==> config.mk <==
export PLATFORM = sky130hd
export DESIGN_NAME = register_file
export DESIGN_NICKNAME = d
export VERILOG_FILES = /design/src/design/cpu_isa_pkg.sv /design/src/design/register_file.sv
export SDC_FILE = /design/constraint.sdc
export NUM_CORES = 2
export LEC_CHECK = 0
export ABC_CLOCK_PERIOD_IN_PS = 80700
export BUFFER_PORTS_ARGS = -buffer_cell sky130_fd_sc_hd__buf_2
export CAP_MARGIN = 15
export CORE_MARGIN = 2
export CORE_UTILIZATION = 40
export CTS_BUF_LIST = sky130_fd_sc_hd__clkbuf_8
export CTS_CLUSTER_SIZE = 30
export DETAILED_ROUTE_END_ITERATION = 10
export GPL_TIMING_DRIVEN = 0
export SLEW_MARGIN = 20
export SYNTH_ARGS = -nofsm -noshare
export SYNTH_HDL_FRONTEND = slang
export SYNTH_SLANG_ARGS = --single-unit
==> constraint.sdc <==
create_clock -name clock -period 80.7 [get_ports clock]
set_input_delay 4.035 -clock clock [delete_from_list [all_inputs] [get_ports clock]]
set_output_delay 4.035 -clock clock [all_outputs]
set_load 0.03 [all_outputs]
==> src/design/cpu_isa_pkg.sv <==
package cpu_isa_pkg;

	typedef logic [31:0] word_t;

	// low holds sv in 9:8 and the sub-opcodes below it
	typedef struct packed {
		logic       unused;
		logic [5:0] opcode;
		logic [4:0] rt;
		logic [4:0] ra;
		logic [4:0] rb;
		logic [9:0] low;
	} instr_t;

	// major opcodes
	localparam logic [5:0] op_base   = 6'b100000;
	localparam logic [5:0] op_addi   = 6'b101000;
	localparam logic [5:0] op_ori    = 6'b101100;
	localparam logic [5:0] op_xori   = 6'b101011;
	localparam logic [5:0] op_movi   = 6'b100010;
	localparam logic [5:0] op_lwi    = 6'b000010;
	localparam logic [5:0] op_swi    = 6'b001010;
	localparam logic [5:0] op_ls     = 6'b011100;
	localparam logic [5:0] op_branch = 6'b100110;
	localparam logic [5:0] op_jump   = 6'b100100;

	// sub-opcodes under op_base, low[4:0]
	localparam logic [4:0] sub_add   = 5'b00000;
	localparam logic [4:0] sub_sub   = 5'b00001;
	localparam logic [4:0] sub_and   = 5'b00010;
	localparam logic [4:0] sub_xor   = 5'b00011;
	localparam logic [4:0] sub_or    = 5'b00100;
	localparam logic [4:0] sub_slli  = 5'b01000;
	localparam logic [4:0] sub_srli  = 5'b01001;
	localparam logic [4:0] sub_rotri = 5'b01011;

	// sub-opcodes under op_ls, low[7:0]
	localparam logic [7:0] sub_lw = 8'b00000010;
	localparam logic [7:0] sub_sw = 8'b00001010;

endpackage

==> src/design/register_file.sv <==
module register_file (
	input  logic               clock,
	input  logic               reset,
	input  logic [4:0]         ra_address,
	input  logic [4:0]         rb_address,
	input  logic [4:0]         rt_address,
	input  logic               write,
	input  logic [4:0]         write_address,
	input  cpu_isa_pkg::word_t write_data,
	input  logic [4:0]         debug_address,
	output cpu_isa_pkg::word_t ra_data,
	output cpu_isa_pkg::word_t rb_data,
	output cpu_isa_pkg::word_t rt_data,
	output cpu_isa_pkg::word_t debug_data
);

	cpu_isa_pkg::word_t registers [32];

	// r0 is writable like any other
	always_ff @(posedge clock or posedge reset) begin
		if (reset) begin
			for (int i = 0; i < 32; i++) begin
				registers[i] <= '0;
			end
		end else if (write) begin
			registers[write_address] <= write_data;
		end
	end

	assign ra_data    = registers[ra_address];
	assign rb_data    = registers[rb_address];
	assign rt_data    = registers[rt_address];
	assign debug_data = registers[debug_address];

endmodule

======== Word-level counts from Yosys, hierarchy flattened ========
Cells that the tools add are included.
cells by class
  $add $sub $neg .......................... 0
  $mul .................................... 0
  divide/modulo/power cells ............... 0
  $lt $le $gt $ge ......................... 6
  eq/ne operators ......................... 0
  shift-type cells ........................ 0
  mux-type cells .......................... 15
  bitwise operators ....................... 5
  reductions and logical operators ........ 1
operator list
  kind                  count
  $bwmux W1024          1
  $bmux W32 S5          4
  $mux W32              9
  $demux W32 S5         1
  $ge A6 B6 Y1 const B  5
  $not A5 Y6            5
  $lt A6 B1 Y1 const B  1
  $logic_and A1 B1 Y1   1
storage, ports and cells
  register bits after elaboration ......... 1024
  latch bits .............................. 0
  RAM bits ................................ 0
  bits in read-only memories .............. 0
  bits of input ports ..................... 60
  output and inout port bits .............. 128
  word-level logic and storage cells ...... 59
  memories ................................ 0

======== Logic depth before layout (Yosys ltp) ========
  word-level depth ........................ 6
  depth in mapped cells ................... 8
  mapped depth without buffers ............ 5

======== Least setup slack after synthesis ========
Ideal clock, no wire load.
  kind .................................... in2out
  from .................................... in ra_address[1]
  to ...................................... out ra_data[10]
  data arrival time ....................... 5.418 ns
  required time ........................... 76.665 ns
  slack ................................... 71.247 ns
  cell stages on the path ................. 8
  buffers on the path ..................... 4
  path through ............................ buf_2 > buf_4 > buf_2 > buf_2 > mux2i_1 > nand2_1 > a31oi_1 > nand3_1
on the way
  longest elaborated chain between the ends .. 4
RTL lines
  element                                       line                 RTL
  from (decl)                                   register_file.sv:4   input logic [4:0] ra_address,
  $not A5 Y6 (not written as such)              register_file.sv:30  assign ra_data = registers[ra_address];
  $bmux W32 S5                                  register_file.sv:30
  $mux W32 (not written as such) (2 in series)  register_file.sv:30
  to (decl)                                     register_file.sv:11  output cpu_isa_pkg::word_t ra_data,
Every way passes these cells. The select of a mux whose other input is x is not followed.

======== Worst setup path after layout ========
  from .................................... in debug_address[0]
  to ...................................... out debug_data[18]
on the way
  longest elaborated chain between the ends .. 4
RTL lines
  element                                       line                 RTL
  from (decl)                                   register_file.sv:10  input logic [4:0] debug_address,
  $not A5 Y6 (not written as such)              register_file.sv:33  assign debug_data = registers[debug_address];
  $bmux W32 S5                                  register_file.sv:33
  $mux W32 (not written as such) (2 in series)  register_file.sv:33
  to (decl)                                     register_file.sv:14  output cpu_isa_pkg::word_t debug_data
Every way passes these cells. The select of a mux whose other input is x is not followed.

==> flow_summary.json <==
{
  "ys_top_cells_by_count": "mux2i_1, dfrtp_1, mux2_2",
  "synth_top_cell_by_area": "dfrtp_1",
  "die_x_microns": 433.5,
  "synth_nets": 6982,
  "r2r_setup_slack_ns": 79.78,
  "io_pins": 188,
  "cp.required_ns": 76.67,
  "crit_path_end": "debug_data[18]",
  "hold_path_class": "reg2reg",
  "critPathLaunch": "debug_address[0]",
  "avgRoutedWirePerCell_microns": 40.34,
  "clock-sinks": 1024,
  "status": "finished clean",
  "grtUsageTotal_pct": 41.59,
  "gp_congestion": 1.087,
  "dp_hpwl_mm": 308.0,
  "hold_buffers": 0,
  "synth.top_cell.area_share_pct": 34.74,
  "core_sq_um": 183100,
  "peakVddDrop_uv": 17.94,
  "synthTopCellsByArea": "dfrtp_1, mux2i_1, mux2_2, a22oi_1, a22o_1",
  "final_nets": 7373,
  "powerDensity_nw_per_um2": 22.84,
  "io_buffers": 183,
  "setup_tns_ns": 0,
  "crit_path_start_kind": "input port",
  "htree_levels": 4,
  "detailroute.via_count": 66890,
  "clkLatencyLatePin_ns": 1.01,
  "whs_ns": 0.5861,
  "wl_mm": 401.8,
  "grt_max_degree": 107,
  "post_cts_buffers": 0,
  "worstMarginPinSlew_ns": 1.338,
  "drtIter0Drc": 10140,
  "grt-ovfl-total": 0,
  "ant_nets": 0,
  "grt_pass1_vias": 63810,
  "dr.pass1.iters": 7,
  "synth_ff_type": "dfrtp_1",
  "crit_fanout": 10,
  "syn_inst": 6922,
  "start_util_pct": 40.29,
  "pwr-share-clk_pct": 29.9,
  "nFillCells": 17720,
  "grt_pass1_wl_mm": 538.0,
  "fin_skew_ns": 0,
  "final_area_sq_um": 82450,
  "ys_ff_latch": 1024,
  "die_h_microns": 433.5,
  "ys_seq_area_share_pct": 34.74,
  "p_switching_w": 0.0007299,
  "p_leak_nw": 39.18,
  "async_reset_ff_share_pct": 100.0,
  "min_period_ns": 11.75,
  "antenna_found_initial": 43,
  "pwr-share-comb_pct": 29.3,
  "crit_type": "in2out",
  "fin_crit_sh_pct": 14.56,
  "slew_violations": 0,
  "regMostFlops": "registers",
  "power_frac_seq_pct": 40.7,
  "cts-root-buf": "clkbuf_8",
  "cts_resized": 0,
  "viasPerCell": 6.716,
  "internal_power_w": 0.001153,
  "die_area_sq_um": 187900,
  "slew_headroom_pct": 10.82,
  "cts_tree": "built",
  "synth_edf_count": 0,
  "reg2reg_from": "registers[658]$_DFFE_PP0P_",
  "r2r_end": "registers[658]$_DFFE_PP0P_",
  "yosysMostFrequentCell": "mux2i_1",
  "final-hold-violation-count": 0,
  "synth-warning-count": 0,
  "placed_area_sq_um": 78230,
  "reg2reg_depth": 1,
  "path_clk_slew_ns": 0.08,
  "reg_top3": "registers: 1024 flops",
  "post_synth.cell_area_avg_sq_um": 10.66,
  "drcViolationCount": 0,
  "crit_arrival_ns": 7.72,
  "cp-end-kind": "output port",
  "drive_gt1_share_pct": 25.53,
  "fmax_mhz": 85.09,
  "area_growth_pct": 11.76,
  "max-cap-violations": 0,
  "row_count": 157,
  "cts_buffers": 189,
  "largest_register_ffs": 1024,
  "synthDistinctLibCells": 29,
  "rsz0062_at_grt": "no",
  "clk_path_buf_depth": 3,
  "sw_frac_of_total_pct": 38.76,
  "syn-cell-area_sq_um": 73770,
  "setup_violations": 0
}
[layout by cell type (no fill, tap or decap), types with 129 or more instances in the layout]
cell type / netlist / final
buf_2: 187 / 374
nand2_1: 405 / 405
nor3_1: 129 / 129
a22o_1: 256 / 256
clkbuf_1: 281 / 248
nand3_1: 386 / 386
mux2_2: 987 / 987
a22oi_1: 384 / 384
mux2i_1: 2048 / 2048
dfrtp_1: 1024 / 1024
a21oi_1: 384 / 384
clkbuf_8: 0 / 233
[metrics by stage]
step	cells	setup WS [ns]	power (W)	util, %
4_1_cts	9918	69.26	0.001854	44.97
5_1_grt	9928	69.13	0.001940	44.99
2_1_floorplan	6922	47.85	0.001084	-
3_5_place_dp	9585	69.27	0.001293	42.73
3_3_place_gp	9569	36.15	0.001277	42.48
6_report	9959	68.95	0.001883	45.03
[area by class of cell]
cell class	count	area (sq um)	share of cell area (%)
antenna	40	100.1	0.1214
buffer	696	3757	4.557
clock buffer	233	3207	3.890
clock inverter	100	892.1	1.082
inverter	1	11.26	0.01366
multi-input combinational	5201	44430	53.89
sequential	1024	25620	31.08
tap	2464	3083	3.739
timing repair buffer	200	1339	1.624
[cells by family after synthesis]
group / after synthesis / share of synthesized area (%)
AO/OA/AOI/OAI: 1152 / 10.64
AND/OR/NAND/NOR: 977 / 6.174
flip-flops: 1024 / 34.74
multiplexers: 3072 / 43.42
buffers and inverters: 697 / 5.034
[routing by layer]
layer  vias up  routed length [microns]  global-route usage, %
met5         -                      200                 0.5464
met4        10                    32790                  29.27
met3      1377                    43260                  12.42
met2      4728                   167300                  59.86
met1     33930                   158200                  53.03
li1      26850                        -                      -
[how the worst min path moves through the flow]
stage,cells past startpoint,start,slack (ns),to
2_1_floorplan,1,registers[363]$_DFFE_PP0P_,0.52,registers[363]$_DFFE_PP0P_
3_3_place_gp,1,registers[568]$_DFFE_PP0P_,0.55,registers[568]$_DFFE_PP0P_
3_5_place_dp,1,registers[371]$_DFFE_PP0P_,0.56,registers[371]$_DFFE_PP0P_
4_1_cts,1,registers[371]$_DFFE_PP0P_,0.57,registers[371]$_DFFE_PP0P_
5_1_grt,1,registers[569]$_DFFE_PP0P_,0.60,registers[569]$_DFFE_PP0P_
6_report,1,registers[348]$_DFFE_PP0P_,0.59,registers[348]$_DFFE_PP0P_
[power by group through the flow]
| stage | Combinational [W] | Sequential, W | Clock, W |
|---|---|---|---|
| 2_1_floorplan | 0.000371 | 0.000713 | 0 |
| 3_3_place_gp | 0.000519 | 0.000758 | 0 |
| 3_5_place_dp | 0.000530 | 0.000763 | 0 |
| 4_1_cts | 0.000532 | 0.000756 | 0.000566 |
| 5_1_grt | 0.000573 | 0.000778 | 0.000588 |
| 6_report | 0.000552 | 0.000767 | 0.000564 |
[worst max-delay path: stages]
cell and delay, ns:
buf_2 0.13, nor2_1 0.13, buf_2 0.43, clkbuf_2 0.76, buf_2 0.64, nand2_1 0.12
a31oi_1 0.63, nand3_1 0.45, buf_2 0.32
Note: power is estimated with default switching activity, not from simulation.
