$ cat config.mk
export PLATFORM = sky130hd
export DESIGN_NAME = alu
export DESIGN_NICKNAME = d
export VERILOG_FILES = /design/src/design/cpu_isa_pkg.sv /design/src/design/cpu_ctrl_pkg.sv /design/src/design/alu.sv
export SDC_FILE = /design/constraint.sdc
export NUM_CORES = 1
export LEC_CHECK = 0
export BUFFER_PORTS_ARGS = -buffer_cell sky130_fd_sc_hd__clkbuf_2
export CAP_MARGIN = 20
export CORE_ASPECT_RATIO = 1.4
export CORE_MARGIN = 2
export CORE_UTILIZATION = 40
export DETAILED_ROUTE_END_ITERATION = 8
export PLACE_DENSITY_LB_ADDON = 0.25
export SETUP_SLACK_MARGIN = 0.02
export SLEW_MARGIN = 20
export SYNTH_ARGS = -nofsm -noshare
export SYNTH_HDL_FRONTEND = slang
export SYNTH_SLANG_ARGS = --single-unit
$ cat constraint.sdc
create_clock -name vclk -period 6.8
set_input_delay 0.68 -clock vclk [all_inputs]
set_output_delay 0.68 -clock vclk [all_outputs]
set_load 0.05 [all_outputs]
$ cat src/design/cpu_isa_pkg.sv
package cpu_isa_pkg;

	typedef logic [31:0] word_t;

	// low holds sv in 9:8 and the sub-opcodes below it
	typedef struct packed {
		logic       unused;
		logic [5:0] opcode;
		logic [4:0] rt;
		logic [4:0] ra;
		logic [4:0] rb;
		logic [9:0] low;
	} instr_t;

	// major opcodes
	localparam logic [5:0] op_base   = 6'b100000;
	localparam logic [5:0] op_addi   = 6'b101000;
	localparam logic [5:0] op_ori    = 6'b101100;
	localparam logic [5:0] op_xori   = 6'b101011;
	localparam logic [5:0] op_movi   = 6'b100010;
	localparam logic [5:0] op_lwi    = 6'b000010;
	localparam logic [5:0] op_swi    = 6'b001010;
	localparam logic [5:0] op_ls     = 6'b011100;
	localparam logic [5:0] op_branch = 6'b100110;
	localparam logic [5:0] op_jump   = 6'b100100;

	// sub-opcodes under op_base, low[4:0]
	localparam logic [4:0] sub_add   = 5'b00000;
	localparam logic [4:0] sub_sub   = 5'b00001;
	localparam logic [4:0] sub_and   = 5'b00010;
	localparam logic [4:0] sub_xor   = 5'b00011;
	localparam logic [4:0] sub_or    = 5'b00100;
	localparam logic [4:0] sub_slli  = 5'b01000;
	localparam logic [4:0] sub_srli  = 5'b01001;
	localparam logic [4:0] sub_rotri = 5'b01011;

	// sub-opcodes under op_ls, low[7:0]
	localparam logic [7:0] sub_lw = 8'b00000010;
	localparam logic [7:0] sub_sw = 8'b00001010;

endpackage

$ cat src/design/cpu_ctrl_pkg.sv
package cpu_ctrl_pkg;

	typedef enum logic [2:0] {
		stage_fetch,
		stage_decode,
		stage_execute,
		stage_memaccess,
		stage_writeback
	} stage_t;

	typedef enum logic [2:0] {
		src2_rb,
		src2_imm,
		src2_lswi,
		src2_lsw,
		src2_branch,
		src2_none
	} alu_src2_t;

	typedef enum logic [2:0] {
		imm_none,
		imm_5_ze,
		imm_15_se,
		imm_15_ze,
		imm_20_se
	} imm_ext_t;

	typedef enum logic [1:0] {
		wr_alu,
		wr_imm,
		wr_mem,
		wr_none
	} write_reg_t;

	typedef struct packed {
		alu_src2_t  select_alu_src2;
		imm_ext_t   select_imm_extend;
		write_reg_t select_write_reg;
		logic       do_dm_read;
		logic       do_dm_write;
		logic       do_reg_write;
		logic       is_branch;
		logic       is_jump;
	} control_t;

	// decode result for anything that only advances the pc
	localparam control_t ctrl_nop = '{
		select_alu_src2:   src2_none,
		select_imm_extend: imm_none,
		select_write_reg:  wr_none,
		do_dm_read:        1'b0,
		do_dm_write:       1'b0,
		do_reg_write:      1'b0,
		is_branch:         1'b0,
		is_jump:           1'b0
	};

endpackage

$ cat src/design/alu.sv
module alu (
	input  cpu_isa_pkg::instr_t    instr,
	input  cpu_ctrl_pkg::control_t control,
	input  cpu_isa_pkg::word_t     ra_data,
	input  cpu_isa_pkg::word_t     rb_data,
	input  cpu_isa_pkg::word_t     rt_data,
	input  cpu_isa_pkg::word_t     pc,
	output cpu_isa_pkg::word_t     result,
	output logic                   taken
);

	cpu_isa_pkg::word_t bits;
	cpu_isa_pkg::word_t imm;
	cpu_isa_pkg::word_t operand2;
	cpu_isa_pkg::word_t jump_offset;
	logic [4:0]         shamt;

	assign bits = instr;

	always_comb begin
		case (control.select_imm_extend)
			cpu_ctrl_pkg::imm_5_ze:  imm = {27'd0, bits[14:10]};
			cpu_ctrl_pkg::imm_15_se: imm = {{17{bits[14]}}, bits[14:0]};
			cpu_ctrl_pkg::imm_15_ze: imm = {17'd0, bits[14:0]};
			cpu_ctrl_pkg::imm_20_se: imm = {{12{bits[19]}}, bits[19:0]};
			default:                 imm = '0;
		endcase
	end

	// word offsets for lwi/swi, halfword offsets for branches
	always_comb begin
		case (control.select_alu_src2)
			cpu_ctrl_pkg::src2_rb:     operand2 = rb_data;
			cpu_ctrl_pkg::src2_imm:    operand2 = imm;
			cpu_ctrl_pkg::src2_lswi:   operand2 = {{15{bits[14]}}, bits[14:0], 2'b00};
			cpu_ctrl_pkg::src2_lsw:    operand2 = rb_data << instr.low[9:8];
			cpu_ctrl_pkg::src2_branch: operand2 = {{17{bits[13]}}, bits[13:0], 1'b0};
			default:                   operand2 = '0;
		endcase
	end

	assign jump_offset = {{7{bits[23]}}, bits[23:0], 1'b0};
	assign shamt       = operand2[4:0];

	always_comb begin
		case (instr.opcode)
			cpu_isa_pkg::op_base: begin
				case (instr.low[4:0])
					cpu_isa_pkg::sub_add:   result = ra_data + operand2;
					cpu_isa_pkg::sub_sub:   result = ra_data - operand2;
					cpu_isa_pkg::sub_and:   result = ra_data & operand2;
					cpu_isa_pkg::sub_or:    result = ra_data | operand2;
					cpu_isa_pkg::sub_xor:   result = ra_data ^ operand2;
					cpu_isa_pkg::sub_slli:  result = ra_data << shamt;
					cpu_isa_pkg::sub_srli:  result = ra_data >> shamt;
					cpu_isa_pkg::sub_rotri: begin
						result = (ra_data >> shamt) | (ra_data << (6'd32 - {1'b0, shamt}));
					end
					default:                result = '0;
				endcase
			end
			cpu_isa_pkg::op_addi:   result = ra_data + operand2;
			cpu_isa_pkg::op_ori:    result = ra_data | operand2;
			cpu_isa_pkg::op_xori:   result = ra_data ^ operand2;
			cpu_isa_pkg::op_movi:   result = operand2;
			cpu_isa_pkg::op_lwi, cpu_isa_pkg::op_swi,
			cpu_isa_pkg::op_ls:     result = ra_data + operand2;
			cpu_isa_pkg::op_branch: result = pc + operand2;
			cpu_isa_pkg::op_jump:   result = pc + jump_offset;
			default:                result = '0;
		endcase
	end

	// bit 14 set means bne
	assign taken = control.is_branch && (bits[14] ? (rt_data != ra_data) : (rt_data == ra_data));

endmodule

== Word-level counts from Yosys, hierarchy flattened ==
Cells that the tools add are included.
Word-level totals
  register bits after elaboration: 0
  input port bits: 173
Operators by class
  multiplexer cells: 5
  bitwise gates (word level): 4
  reductions and logical operators: 4
  shift-type cells: 4
  eq/ne operators: 27
  add/subtract/negate cells: 5
Operators by type and width (count)
  32-bit case mux with 8 select lines: 1
  32-bit case mux with 7 select lines: 1
  32-bit case mux with 5 select lines: 1
  32-bit case mux with 4 select lines: 1
  32-bit adder: 3
  32-bit OR: 2
  6-bit equality test, second input constant: 7
  32-bit bitwise AND: 1
  32-bit equality test: 1
  32-bit != test: 1
  32-bit by 2-bit << shifter with 32-bit output: 1
  32-bit by 5-bit << shifter with 32-bit output: 1
  32-bit by 6-bit << shifter with 32-bit output: 1
  32-bit by 5-bit >> shifter with 32-bit output: 1
  32-bit subtractor: 1
  32-bit bitwise XOR: 1
  5-bit by 4-bit equality test with 1-bit output, second input constant: 3
  3-bit by 2-bit equality test with 1-bit output, second input constant: 4
  5-bit by 2-bit equality test with 1-bit output, second input constant: 2
  3-bit by 1-bit equality test with 1-bit output, second input constant: 2
  3-bit equality test, second input constant: 2
  6-bit by 2-bit equality test with 1-bit output, second input constant: 1
  6-bit by 4-bit equality test with 1-bit output, second input constant: 1
  6-bit by 5-bit equality test with 1-bit output, second input constant: 1
  other kinds (8): 8

== Longest topological paths before layout ==
  depth in word-level cells: 8
  depth in mapped cells: 24
  depth with buffers taken out: 19

== Worst setup path before layout ==
Ideal clock, no wire load.
  path kind: in2out
  start point: input instr[8] in the netlist's numbering
  end point: output result[28]
  setup slack: -0.289 ns
  required time: 6.120 ns
  buffers on the path: 6
  cell stages on the path: 23
  data arrival time: 6.409 ns
  cell sequence: buf_2 mux2i_1 o21ai_0 a22oi_2 nand2_2 inv_2 buf_2 buf_2 buf_2 buf_1 ha_1 clkbuf_1 nand2b_1 a221oi_1 nor2_1 or3_1 a211o_1 o22ai_1 o41ai_1 o31ai_1 xnor2_1 a221oi_1 o21ai_0
Between the ends
  word-level cells in the longest chain between the ends: 7
  elaborated cells between the ends (all ways): 17
  those cells by class: add/sub (5); shift (4); mux (4); bitwise (4)
RTL lines
  start, declared: RTL line alu.sv:2  | input cpu_isa_pkg::instr_t instr,
  32-bit by 2-bit << shifter with 32-bit output: RTL line alu.sv:36  | cpu_ctrl_pkg::src2_lsw: operand2 = rb_data << instr.low[9:8];
  32-bit case mux with 5 select lines: RTL line alu.sv:32  | case (control.select_alu_src2)
  6-bit by 5-bit subtractor with 6-bit output: RTL line alu.sv:57  | result = (ra_data >> shamt) | (ra_data << (6'd32 - {1'b0, shamt}));
  32-bit by 6-bit << shifter with 32-bit output: RTL line alu.sv:57
  32-bit OR: RTL line alu.sv:57
  32-bit case mux with 8 select lines: RTL line alu.sv:48  | case (instr.low[4:0])
  32-bit case mux with 7 select lines (*): RTL line alu.sv:46  | case (instr.opcode)
  end, declared: RTL line alu.sv:8  | output cpu_isa_pkg::word_t result,
Mark *: on every way between the ends. The rest lies on a longest branch, timed or not.

== Worst setup path after layout ==
  start point: input control[11] in the netlist's numbering
  end point: output result[31]
Between the ends
  word-level cells in the longest chain between the ends: 7
  elaborated cells between the ends (all ways): 19
  those cells by class: add/sub (4); eq/ne (4); shift (3); mux (3); bitwise (4); reduce/logical (1)
RTL lines
  start, declared: RTL line alu.sv:3  | input cpu_ctrl_pkg::control_t control,
  3-bit equality test, or another cell as far along: RTL line alu.sv:32
  32-bit case mux with 5 select lines (*): RTL line alu.sv:32
  6-bit by 5-bit subtractor with 6-bit output: RTL line alu.sv:57
  32-bit by 6-bit << shifter with 32-bit output: RTL line alu.sv:57
  32-bit OR: RTL line alu.sv:57
  32-bit case mux with 8 select lines: RTL line alu.sv:48
  32-bit case mux with 7 select lines (*): RTL line alu.sv:46
Marked as above.

==> impl_metrics.toml <==
[sta]
period_minus_slack_ns = 6.66
final_max_slew_viol_count = 0
rsz0062_at_grt = "yes"
timing.final.crit_share = 0.979
timing_hold_violations_final = 0
tightest_slew_ns = 1.29
timing.fmax_ghz = 0.150
holdWs_ns = 1.78
setup_tns_ns = 0
setup_viol = 0
slew_headroom = 0.139

[worst_setup_path]
worst-path-max-fanout = 16
crit_path_start_kind = "input port"
crit_arrival_ns = 5.98
cp-end-kind = "output port"
crit_required_ns = 6.12
critPathKind = "input port to output port"

[layout]
final_area_sq_um = 18800
seq_cells = 0
layout.nets = 2956
multi_input_area_sq_um = 15400
clock_buffers = 0
area.growth.synth_to_final_pct = 14.3
fin_cells = 3129
register_area_sq_um = 0
drive_above_1_share = 0.167
nFillCells = 4300

[placed_design]
placed_area_sq_um = 18700
place.gp.congestion = 1.06
place.detailed.hpwl_um = 76200
io_buffers = 198
dp.cells = 3124

[route]
wl_per_cell_um = 30.4
vias = 21400
drt-total-wl_um = 95200
via_per_inst = 6.83
firstDrtPassIters = 6
first_iter_violations = 2536
drc = 0
ant_nets = 0

[global_route]
track_usage = 0.427
antenna_found_initial = 8
grt_max_degree = 58
grt_pass1_wl_um = 136000
overflow = 0
grt_pass1_vias = 20400

[logic_synthesis]
synth_commonest_cells = "nand2_1, a21oi_1, nor2_1, o21ai_0, ha_1"
syn_nets = 2784
ys_types = 92
ys_top_cells_by_area = "ha_1, mux2i_1, a21oi_1, o21ai_0, nand2_1"
yosysTopAreaCellShare = 0.140
post-synth-top-area-cell = "ha_1"
syn_area_sq_um = 16500
avgSynthCellArea_sq_um = 6.79
syn-instance-count = 2423
yosysSeqAreaShare = 0
post-synth-top-count-cell = "nand2_1"
yosys_warnings = 0

[die]
die_h_um = 244
core_sq_um = 40400
std_cell_rows = 87
initial_core_util = 0.407
die_area_sq_um = 42800
fp.dieW_um = 175
ioPinCount = 206

[worst_hold_path]
hp-class = "input port to output port"

[job]
cap_violations = 0

[outcome]
status = "finished clean"
-- cell type report --
cell class                 count  share of cell area
tap                          534              0.0355
timing repair buffer         334               0.120
antenna                        2            0.000266
inverter                     118              0.0236
multi-input combinational   2141               0.820
-- per-layer routing --
layer | global-route usage | vias to the layer above | part of all wire
li1 | - | 9495 | -
met1 | 0.496 | 10000 | 0.37
met2 | 0.684 | 1418 | 0.44
met3 | 0.103 | 386 | 0.10
met4 | 0.307 | 12 | 0.089
met5 | 0 | - | 0.00086
-- worst max-delay path, cell delays in order --
cell and delay [ns]:
clkbuf_2 0.30, buf_4 0.25, nor2b_1 0.06, a211oi_1 0.21
a211oi_1 0.12, a211oi_4 0.43, inv_1 0.23, ha_1 0.49
o211a_1 0.22, a21oi_1 0.13, nor3_1 0.38, a211oi_1 0.14
buf_4 0.19, o221a_2 0.29, a211oi_1 0.32, mux2i_2 0.40
o2111ai_1 0.14, nor3_1 0.24, o21ai_1 0.17, a211o_1 0.33
clkbuf_2 0.24
-- layout by cell type (no fill, tap or decap), types with 34 or more instances in the layout --
| master | synthesis | layout |
|---|---|---|
| o22ai_1 | 35 | 35 |
| nor2_1 | 202 | 202 |
| nor3_1 | 53 | 52 |
| a21oi_1 | 202 | 201 |
| inv_1 | 114 | 113 |
| xor2_1 | 70 | 70 |
| mux2i_1 | 166 | 162 |
| clkbuf_2 | 0 | 183 |
| ha_1 | 184 | 184 |
| a211oi_1 | 46 | 45 |
| buf_4 | 0 | 133 |
| o21ai_0 | 187 | 179 |
| xnor2_1 | 65 | 65 |
| o221ai_1 | 34 | 34 |
| nand3_1 | 56 | 56 |
| a221oi_1 | 67 | 67 |
| nand2_1 | 242 | 242 |
-- metrics by stage --
step | util | worst slack (ns)
after floorplan | - | 0.0285
after global placement | 0.464 | 0.302
after detailed placement | 0.464 | 0.201
after CTS | 0.464 | 0.200
after global routing | 0.465 | 0.0234
final | 0.465 | 0.142
-- path summary, 6_finish.rpt --
path | startpoint | endpoint | depth (start not counted)
max | control[11] | result[31] | 21
min | control[1] | taken | 3
-- cells by family after synthesis --
group                    Yosys count  synth area share
AO/OA/AOI/OAI                    861             0.352
XOR/XNOR                         136            0.0729
multiplexers                     215             0.150
buffers and inverters            282            0.0674
adder cells (fa/ha/maj)          188             0.145
AND/OR/NAND/NOR                  741             0.213
-- timing repair --
action | in CTS | in global routing
setup buffers | 0 | 3
gates resized for setup | 0 | 10
setup endpoints to repair | 0 | 4
hold buffers | 0 | 0
