[src/design/cpu_isa_pkg.sv]
package cpu_isa_pkg;

	typedef logic [31:0] word_t;

	// low holds sv in 9:8 and the sub-opcodes below it
	typedef struct packed {
		logic       unused;
		logic [5:0] opcode;
		logic [4:0] rt;
		logic [4:0] ra;
		logic [4:0] rb;
		logic [9:0] low;
	} instr_t;

	// major opcodes
	localparam logic [5:0] op_base   = 6'b100000;
	localparam logic [5:0] op_addi   = 6'b101000;
	localparam logic [5:0] op_ori    = 6'b101100;
	localparam logic [5:0] op_xori   = 6'b101011;
	localparam logic [5:0] op_movi   = 6'b100010;
	localparam logic [5:0] op_lwi    = 6'b000010;
	localparam logic [5:0] op_swi    = 6'b001010;
	localparam logic [5:0] op_ls     = 6'b011100;
	localparam logic [5:0] op_branch = 6'b100110;
	localparam logic [5:0] op_jump   = 6'b100100;

	// sub-opcodes under op_base, low[4:0]
	localparam logic [4:0] sub_add   = 5'b00000;
	localparam logic [4:0] sub_sub   = 5'b00001;
	localparam logic [4:0] sub_and   = 5'b00010;
	localparam logic [4:0] sub_xor   = 5'b00011;
	localparam logic [4:0] sub_or    = 5'b00100;
	localparam logic [4:0] sub_slli  = 5'b01000;
	localparam logic [4:0] sub_srli  = 5'b01001;
	localparam logic [4:0] sub_rotri = 5'b01011;

	// sub-opcodes under op_ls, low[7:0]
	localparam logic [7:0] sub_lw = 8'b00000010;
	localparam logic [7:0] sub_sw = 8'b00001010;

endpackage

[src/design/cpu_ctrl_pkg.sv]
package cpu_ctrl_pkg;

	typedef enum logic [2:0] {
		stage_fetch,
		stage_decode,
		stage_execute,
		stage_memaccess,
		stage_writeback
	} stage_t;

	typedef enum logic [2:0] {
		src2_rb,
		src2_imm,
		src2_lswi,
		src2_lsw,
		src2_branch,
		src2_none
	} alu_src2_t;

	typedef enum logic [2:0] {
		imm_none,
		imm_5_ze,
		imm_15_se,
		imm_15_ze,
		imm_20_se
	} imm_ext_t;

	typedef enum logic [1:0] {
		wr_alu,
		wr_imm,
		wr_mem,
		wr_none
	} write_reg_t;

	typedef struct packed {
		alu_src2_t  select_alu_src2;
		imm_ext_t   select_imm_extend;
		write_reg_t select_write_reg;
		logic       do_dm_read;
		logic       do_dm_write;
		logic       do_reg_write;
		logic       is_branch;
		logic       is_jump;
	} control_t;

	// decode result for anything that only advances the pc
	localparam control_t ctrl_nop = '{
		select_alu_src2:   src2_none,
		select_imm_extend: imm_none,
		select_write_reg:  wr_none,
		do_dm_read:        1'b0,
		do_dm_write:       1'b0,
		do_reg_write:      1'b0,
		is_branch:         1'b0,
		is_jump:           1'b0
	};

endpackage

[src/design/controller.sv]
module controller (
	input  logic                   clock,
	input  logic                   reset,
	input  cpu_isa_pkg::instr_t    instruction,
	output logic                   enable_fetch,
	output logic                   enable_decode,
	output logic                   enable_execute,
	output logic                   enable_memaccess,
	output logic                   enable_writeback,
	output cpu_isa_pkg::instr_t    instr,
	output cpu_ctrl_pkg::control_t control
);

	cpu_ctrl_pkg::stage_t stage;
	cpu_ctrl_pkg::stage_t stage_next;

	// ring through the five stages
	always_comb begin
		case (stage)
			cpu_ctrl_pkg::stage_fetch:     stage_next = cpu_ctrl_pkg::stage_decode;
			cpu_ctrl_pkg::stage_decode:    stage_next = cpu_ctrl_pkg::stage_execute;
			cpu_ctrl_pkg::stage_execute:   stage_next = cpu_ctrl_pkg::stage_memaccess;
			cpu_ctrl_pkg::stage_memaccess: stage_next = cpu_ctrl_pkg::stage_writeback;
			default:                       stage_next = cpu_ctrl_pkg::stage_fetch;
		endcase
	end

	always_ff @(posedge clock or posedge reset) begin
		if (reset) begin
			stage <= cpu_ctrl_pkg::stage_fetch;
		end else begin
			stage <= stage_next;
		end
	end

	assign enable_fetch     = (stage == cpu_ctrl_pkg::stage_fetch);
	assign enable_decode    = (stage == cpu_ctrl_pkg::stage_decode);
	assign enable_execute   = (stage == cpu_ctrl_pkg::stage_execute);
	assign enable_memaccess = (stage == cpu_ctrl_pkg::stage_memaccess);
	assign enable_writeback = (stage == cpu_ctrl_pkg::stage_writeback);

	// instruction register
	always_ff @(posedge clock or posedge reset) begin
		if (reset) begin
			instr <= '0;
		end else if (enable_fetch) begin
			instr <= instruction;
		end
	end

	always_comb begin
		control = cpu_ctrl_pkg::ctrl_nop;
		case (instr.opcode)
			cpu_isa_pkg::op_base: begin
				case (instr.low[4:0])
					cpu_isa_pkg::sub_add, cpu_isa_pkg::sub_sub, cpu_isa_pkg::sub_and,
					cpu_isa_pkg::sub_or, cpu_isa_pkg::sub_xor: begin
						control.select_alu_src2  = cpu_ctrl_pkg::src2_rb;
						control.select_write_reg = cpu_ctrl_pkg::wr_alu;
						control.do_reg_write     = 1'b1;
					end
					cpu_isa_pkg::sub_slli, cpu_isa_pkg::sub_srli,
					cpu_isa_pkg::sub_rotri: begin
						control.select_alu_src2   = cpu_ctrl_pkg::src2_imm;
						control.select_imm_extend = cpu_ctrl_pkg::imm_5_ze;
						control.select_write_reg  = cpu_ctrl_pkg::wr_alu;
						control.do_reg_write      = 1'b1;
					end
					default: control = cpu_ctrl_pkg::ctrl_nop;
				endcase
			end
			cpu_isa_pkg::op_addi: begin
				control.select_alu_src2   = cpu_ctrl_pkg::src2_imm;
				control.select_imm_extend = cpu_ctrl_pkg::imm_15_se;
				control.select_write_reg  = cpu_ctrl_pkg::wr_alu;
				control.do_reg_write      = 1'b1;
			end
			cpu_isa_pkg::op_ori, cpu_isa_pkg::op_xori: begin
				control.select_alu_src2   = cpu_ctrl_pkg::src2_imm;
				control.select_imm_extend = cpu_ctrl_pkg::imm_15_ze;
				control.select_write_reg  = cpu_ctrl_pkg::wr_alu;
				control.do_reg_write      = 1'b1;
			end
			cpu_isa_pkg::op_movi: begin
				control.select_alu_src2   = cpu_ctrl_pkg::src2_imm;
				control.select_imm_extend = cpu_ctrl_pkg::imm_20_se;
				control.select_write_reg  = cpu_ctrl_pkg::wr_imm;
				control.do_reg_write      = 1'b1;
			end
			cpu_isa_pkg::op_lwi: begin
				control.select_alu_src2  = cpu_ctrl_pkg::src2_lswi;
				control.select_write_reg = cpu_ctrl_pkg::wr_mem;
				control.do_dm_read       = 1'b1;
				control.do_reg_write     = 1'b1;
			end
			cpu_isa_pkg::op_swi: begin
				control.select_alu_src2 = cpu_ctrl_pkg::src2_lswi;
				control.do_dm_write     = 1'b1;
			end
			cpu_isa_pkg::op_ls: begin
				case (instr.low[7:0])
					cpu_isa_pkg::sub_lw: begin
						control.select_alu_src2  = cpu_ctrl_pkg::src2_lsw;
						control.select_write_reg = cpu_ctrl_pkg::wr_mem;
						control.do_dm_read       = 1'b1;
						control.do_reg_write     = 1'b1;
					end
					cpu_isa_pkg::sub_sw: begin
						control.select_alu_src2 = cpu_ctrl_pkg::src2_lsw;
						control.do_dm_write     = 1'b1;
					end
					default: control = cpu_ctrl_pkg::ctrl_nop;
				endcase
			end
			cpu_isa_pkg::op_branch: begin
				control.select_alu_src2 = cpu_ctrl_pkg::src2_branch;
				control.is_branch       = 1'b1;
			end
			cpu_isa_pkg::op_jump: begin
				// jump offset is taken straight from the encoding
				control.is_jump = 1'b1;
			end
			default: control = cpu_ctrl_pkg::ctrl_nop;
		endcase
	end

endmodule

[config.mk]
export PLATFORM = sky130hd
export DESIGN_NAME = controller
export DESIGN_NICKNAME = d
export VERILOG_FILES = /design/src/design/cpu_isa_pkg.sv /design/src/design/cpu_ctrl_pkg.sv /design/src/design/controller.sv
export SDC_FILE = /design/constraint.sdc
export NUM_CORES = 1
export LEC_CHECK = 0
export ABC_AREA = 0
export BUFFER_PORTS_ARGS = -buffer_cell sky130_fd_sc_hd__buf_4
export CAP_MARGIN = 30
export CORE_MARGIN = 8
export CORE_UTILIZATION = 46
export CTS_CLUSTER_DIAMETER = 30
export DETAILED_ROUTE_END_ITERATION = 8
export GPL_ROUTABILITY_DRIVEN = 0
export PLACE_DENSITY = 0.79
export SYNTH_ARGS = -nofsm -noshare
export SYNTH_HDL_FRONTEND = slang
export SYNTH_SLANG_ARGS = --single-unit
[constraint.sdc]
create_clock -name clock -period 1.9 [get_ports clock]
set_input_delay 0.475 -clock clock [delete_from_list [all_inputs] [get_ports clock]]
set_output_delay 0.475 -clock clock [all_outputs]
set_load 0.1 [all_outputs]
==> results of run 1 <==
## cells in the mapped netlist, types with 2 or more instances
library cell / number / area [um2]
nand2_1: 9 / 33.8
o21ai_0: 4 / 20.0
nand2b_1: 4 / 25.0
nor2_1: 6 / 22.5
inv_1: 3 / 11.3
dfrtp_1: 35 / 876
and2b_1: 3 / 22.5
nor4_1: 4 / 25.0
a21oi_1: 3 / 15.0
nor3_1: 2 / 10.0
nand3_1: 3 / 15.0
mux2_2: 20 / 225
mux2_1: 12 / 135
buf_2: 7 / 35.0
nor3b_1: 2 / 15.0
and3b_1: 3 / 26.3
## what timing repair did
action                     in CTS
resized for setup              66
pin swaps                      10
setup endpoints to repair      14
buffers inserted                9
## kinds of logic after synthesis
| family | after synthesis |
|---|---|
| buffers and inverters | 11 |
| AOI/OAI and AO/OA | 19 |
| and+or+nand+nor | 50 |
| muxes | 32 |
| DFF | 35 |
## metrics by stage
| stage | cells | setup TNS (ps) | hold slack, ps |
|---|---|---|---|
| after floorplan | 147 | -5820 | 582 |
| after global placement | 316 | -2110 | 470 |
| after CTS | 332 | -5000 | 314 |
| after detailed placement | 316 | -2430 | 477 |
==> results.md, run 1 <==
- Status: stopped before the end
- Failed at: global routing (5_1_grt)
- Stop err: [ERROR DPL-0033] detailed placement checks failed during check placement.
- Xor/xnor share of the synthesized area: 0%
- DP Area: roughly 0.0030 mm2
- Antenna violations before repair: 0
- Num rows: 22
- DIE WIDTH: between 70 and 80 um
- Yosys warns: 0
- Unique masters post-synth: 43
- Synth Flop Type: dfrtp_1
- Grt repair worst endpoint: control[2]
- CTS Buf Count: 5
- Yosys reg bits: 35
- Deepest clock path buffer count: 2
- # H-tree levels: 2
- Simple-gate area share of the yosys netlist: 18.9%
- Worst endpoint type: output port
- Post-synthesis compound-gate area fraction: 7.94%
- Gate Count Post-Synth: around 150
- Syn nets: 181
- Clock Sink Count: 35
- Detail Placement HPWL: 4640 um
- # IOs: 84
- Largest net degree at the start of global routing: 36
- Post-synth EDFFs: 0
- Main combinational cell family by area after synthesis: multiplexers
- Synth Area in Adders: 0%
- IO Port Bufs: just over 80
- Initial Util: a little under half
- DP Worst Slack: -386 ps
- Post-synth ARST share: 100%
- Post-synthesis mux area share: between 20% and 30%
- Die Y: ~78 um
- # hold bufs at CTS: 0
- Synthesized area per cell: approximately 12 um2
- Seq/Total Area, Yosys: 49.6%
- Synth Cell Area: roughly 0.0018 mm2
- Root Buffer: clkbuf_8
==> run 2: changes to the inputs <==
CORE_UTILIZATION = 31   (was 46)
CTS_CLUSTER_DIAMETER = unset   (was 30)
PLACE_DENSITY = unset   (was 0.79)
PLACE_DENSITY_LB_ADDON = 0.15   (was unset)
==> results.md, run 2 <==
- Synth Flop Type: dfrtp_1 (unchanged)
- DR WL met3: ~350 um
- # DRC: 0
- CTS Buf Count: 5 (unchanged)
- Multi-input gate area: approximately 0.0012 mm2
- Top Registers: instr (32), stage (3)
- Root Buffer: clkbuf_8 (unchanged)
- Most frequent cells in the layout: 104 x buf_4, 21 x dfrtp_1, 19 x mux2_2, 16 x buf_6
- Antenna diode count: 0
- Unique masters post-synth: 43 (unchanged)
- RSZ-0062 raised after global routing: yes
- Fillers: roughly 430
- Tot Pwr: ~2.0 mW
- Syn nets: 181 (unchanged)
- Critical Path Max Stage Delay: about 520 ps
- Largest net degree at the start of global routing: 24
- Final hold vios: 0
- Failing checks: negative setup slack
- Slowest CP cell: dfrtp_4
- Top-count cell post-synth: dfrtp_1 (unchanged)
- Worst-path fanout max: 6
- Detail Placement HPWL: 4330 um (was 4640 um)
- Levels on crit path: 5
- Slew HR: between 70 and 80%
- Fin. max-slew vios: 0
- Die Y: 91.4 um (was 77.9 um)
- # IOs: 84 (unchanged)
- Largest cells by area after synthesis: dfrtp_1 50%, mux2_2 13%, mux2_1 7.7%, buf_2 2.0%, nand2_1 1.9% (unchanged)
- Synth Cell Area: 0.00176 mm2 (unchanged)
- Num rows: 27 (was 22)
- Grt ovf: 0
- Wire length per cell: 16.0 um
- Layout cells sized above 1: about 80%
- Worst-path clk slew: approximately 70 ps
- Post-Route Skew: just over 9 ps
- Slew @ Worst Pin: 403 ps
- DR iter-0 viols: 43
- Post-synth EDFFs: 0 (unchanged)
- Max reg flops: 32
- Clock Latency Late Sink: 280 ps
- IO Port Bufs: 83 (unchanged)
- Commonest cells in the netlist: 35 x dfrtp_1, 20 x mux2_2, 12 x mux2_1 (unchanged)
- Status: complete, but fails checks (was stopped before the end)
- Deepest clock path buffer count: 2 (unchanged)
- First-pass GRT wire length: 9140 um
- Leakage: roughly 1.6 nW
- Yosys top cell area share: 49.6% (unchanged)
- Yosys warns: 0 (unchanged)
- Crit. Startpoint: instr[27]
- Count of buffer and inverter cells on the critical path: 1
- Element type at the critical path end: output pin
- HP Class: primary input to async pin
- Final setup violation count: 13
- Post-route clock period utilization: 125%
- Reg-to-reg setup timing slack: roughly 300 ps
- Routed WL: between 5000 and 6000 um
- Setup CP Type: register to output pin
- DP Worst Slack: -321 ps (was -386 ps)
- Seq/Total Area, Yosys: 49.6% (unchanged)
- Die ar.: roughly 0.0084 mm2
- Family with the most delay on the worst path: simple AND/OR/NAND/NOR gates
- Reg-to-reg startpoint: stage[2]
- Cell taking the most area after synthesis: dfrtp_1 (unchanged)
- Setup ws final: -481 ps
- Critical Path RT: approximately 1400 ps
- Largest register by flop count: instr
- Max cap viols: 0
- Peak VDD IR: approximately 0.00055 V
- Vias in the first global route: ~1.8k
- # H-tree levels: 2 (unchanged)
- TritonRoute pass-1 iters: 4
- Top Metal Used: met4
- CP Cell Sequence: nand2b_4, or4_4, o22ai_4, o21bai_4, buf_12
- Yosys reg bits: 35 (unchanged)
- CTS tree: yes
- Area grow syn2layout: 97.7%
- Met2 wire len: about 2800 um
- Worst R2R Path Depth: 3
- Synthesized area per cell: 12.0 um2 (unchanged)
- DIE WIDTH: 91.4 um (was 77.9 um)
- Startpoint types: register
- Core area: 0.00551 mm2
- Initial Util: 32.0% (was 47.8%)
- Antenna viol nets, final: 0
- Vias: 1,647
- Vias per Instance: 4.68
- # hold bufs at CTS: 0 (unchanged)
- Minimum clock period after layout: between 2000 and 2500 ps
- End of the critical path: control[2]
- Power Density: just under 600 mW/mm2
- RR Endpoint: instr[0]
- Reg area: ~900 um2
- Nets@finish: between 300 and 400
- Final core occ: between 60% and 70%
- Clock Sink Count: 35 (unchanged)
- GR Util All Layers: a little over an eighth
- Post-synth ARST share: 100% (unchanged)
- M1 WL: ~2400 um
- Antenna violations before repair: 0
- Critical path arrival: approximately 1900 ps
- Gate Count Post-Synth: 147 (unchanged)
- Commonest non-fill, non-tap cell in the layout: buf_4
- Fmax: between 0.4 and 0.5 GHz
==> run 2: cell counts after synthesis <==
Identical to the previous run, type by type.
==> run 2: final cells by class <==
type,instances,area share [%]
clock buffers,6,2.08
clock inverters,2,0.395
inverters,3,0.430
multi-input cells,101,33.4
flip-flops and latches,35,26.3
well taps,72,2.58
repair buffers,133,34.9
==> run 2: how the worst min path moves through the flow <==
| stage | from | endpoint | slack (ps) | depth (start not counted) |
|---|---|---|---|---|
| after global placement | instr[11] | instr[11] | 470 | 1 |
| after floorplan | stage[0] | stage[0] | 580 | 1 |
| after global routing | reset | stage[1] | 230 | 3 |
| after detailed placement | instr[17] | instr[17] | 480 | 1 |
| final | reset | stage[1] | 210 | 3 |
| after CTS | reset | stage[1] | 210 | 3 |
==> run 2: metrics by stage <==
stage | cell area [um2] | TNS [ps] | hold slack [ps] | cells
global placement | 3020 | -2130 | 471 | 335
CTS | 3400 | -4760 | 207 | 348
finish | 3490 | -4560 | 206 | 352
global route | 3490 | -5300 | 231 | 352
detailed placement | 3020 | -2260 | 477 | 335
floorplan | 2060 | -5820 | 582 | 147
==> run 2: cell families (layout without fill, tap and decap cells) <==
group           count (synthesis)  count (layout)  synth area share, %
flops                          35              35                 49.6
simple gates                   50              50                 18.9
compound gates                 19              19                 7.94
mux                            32              32                 20.4
buf+inv                        11             144                 3.05
==> run 2: worst min-delay path: stages <==
cell and delay, ps:
buf_4 110, inv_1 60, buf_4 210
==> run 2: timing repair <==
action,CTS,global route
setup buffers,6,5
setup endpoints to repair,13,14
gates resized for setup,62,13
pin swaps,12,9
==> run 2: metal layers <==
| metal | up-vias | track usage, % |
|---|---|---|
| met3 | 2 | 4.61 |
| met2 | 45 | 21.8 |
| li1 | 804 | - |
| met1 | 796 | 16.3 |
| met4 | 0 | 1.36 |
| met5 | - | 0 |
==> run 2: report_power, final <==
| group | switching, mW | total, mW | leakage, nW | internal (mW) |
|---|---|---|---|---|
| Clock | 0.263 | 0.521 | 0.0452 | 0.259 |
| Combinational | 0.459 | 0.703 | 1.11 | 0.244 |
| Sequential | 0.0336 | 0.820 | 0.397 | 0.787 |
| Total | 0.755 | 2.04 | 1.56 | 1.29 |
Power figures use the tool's default switching activity.
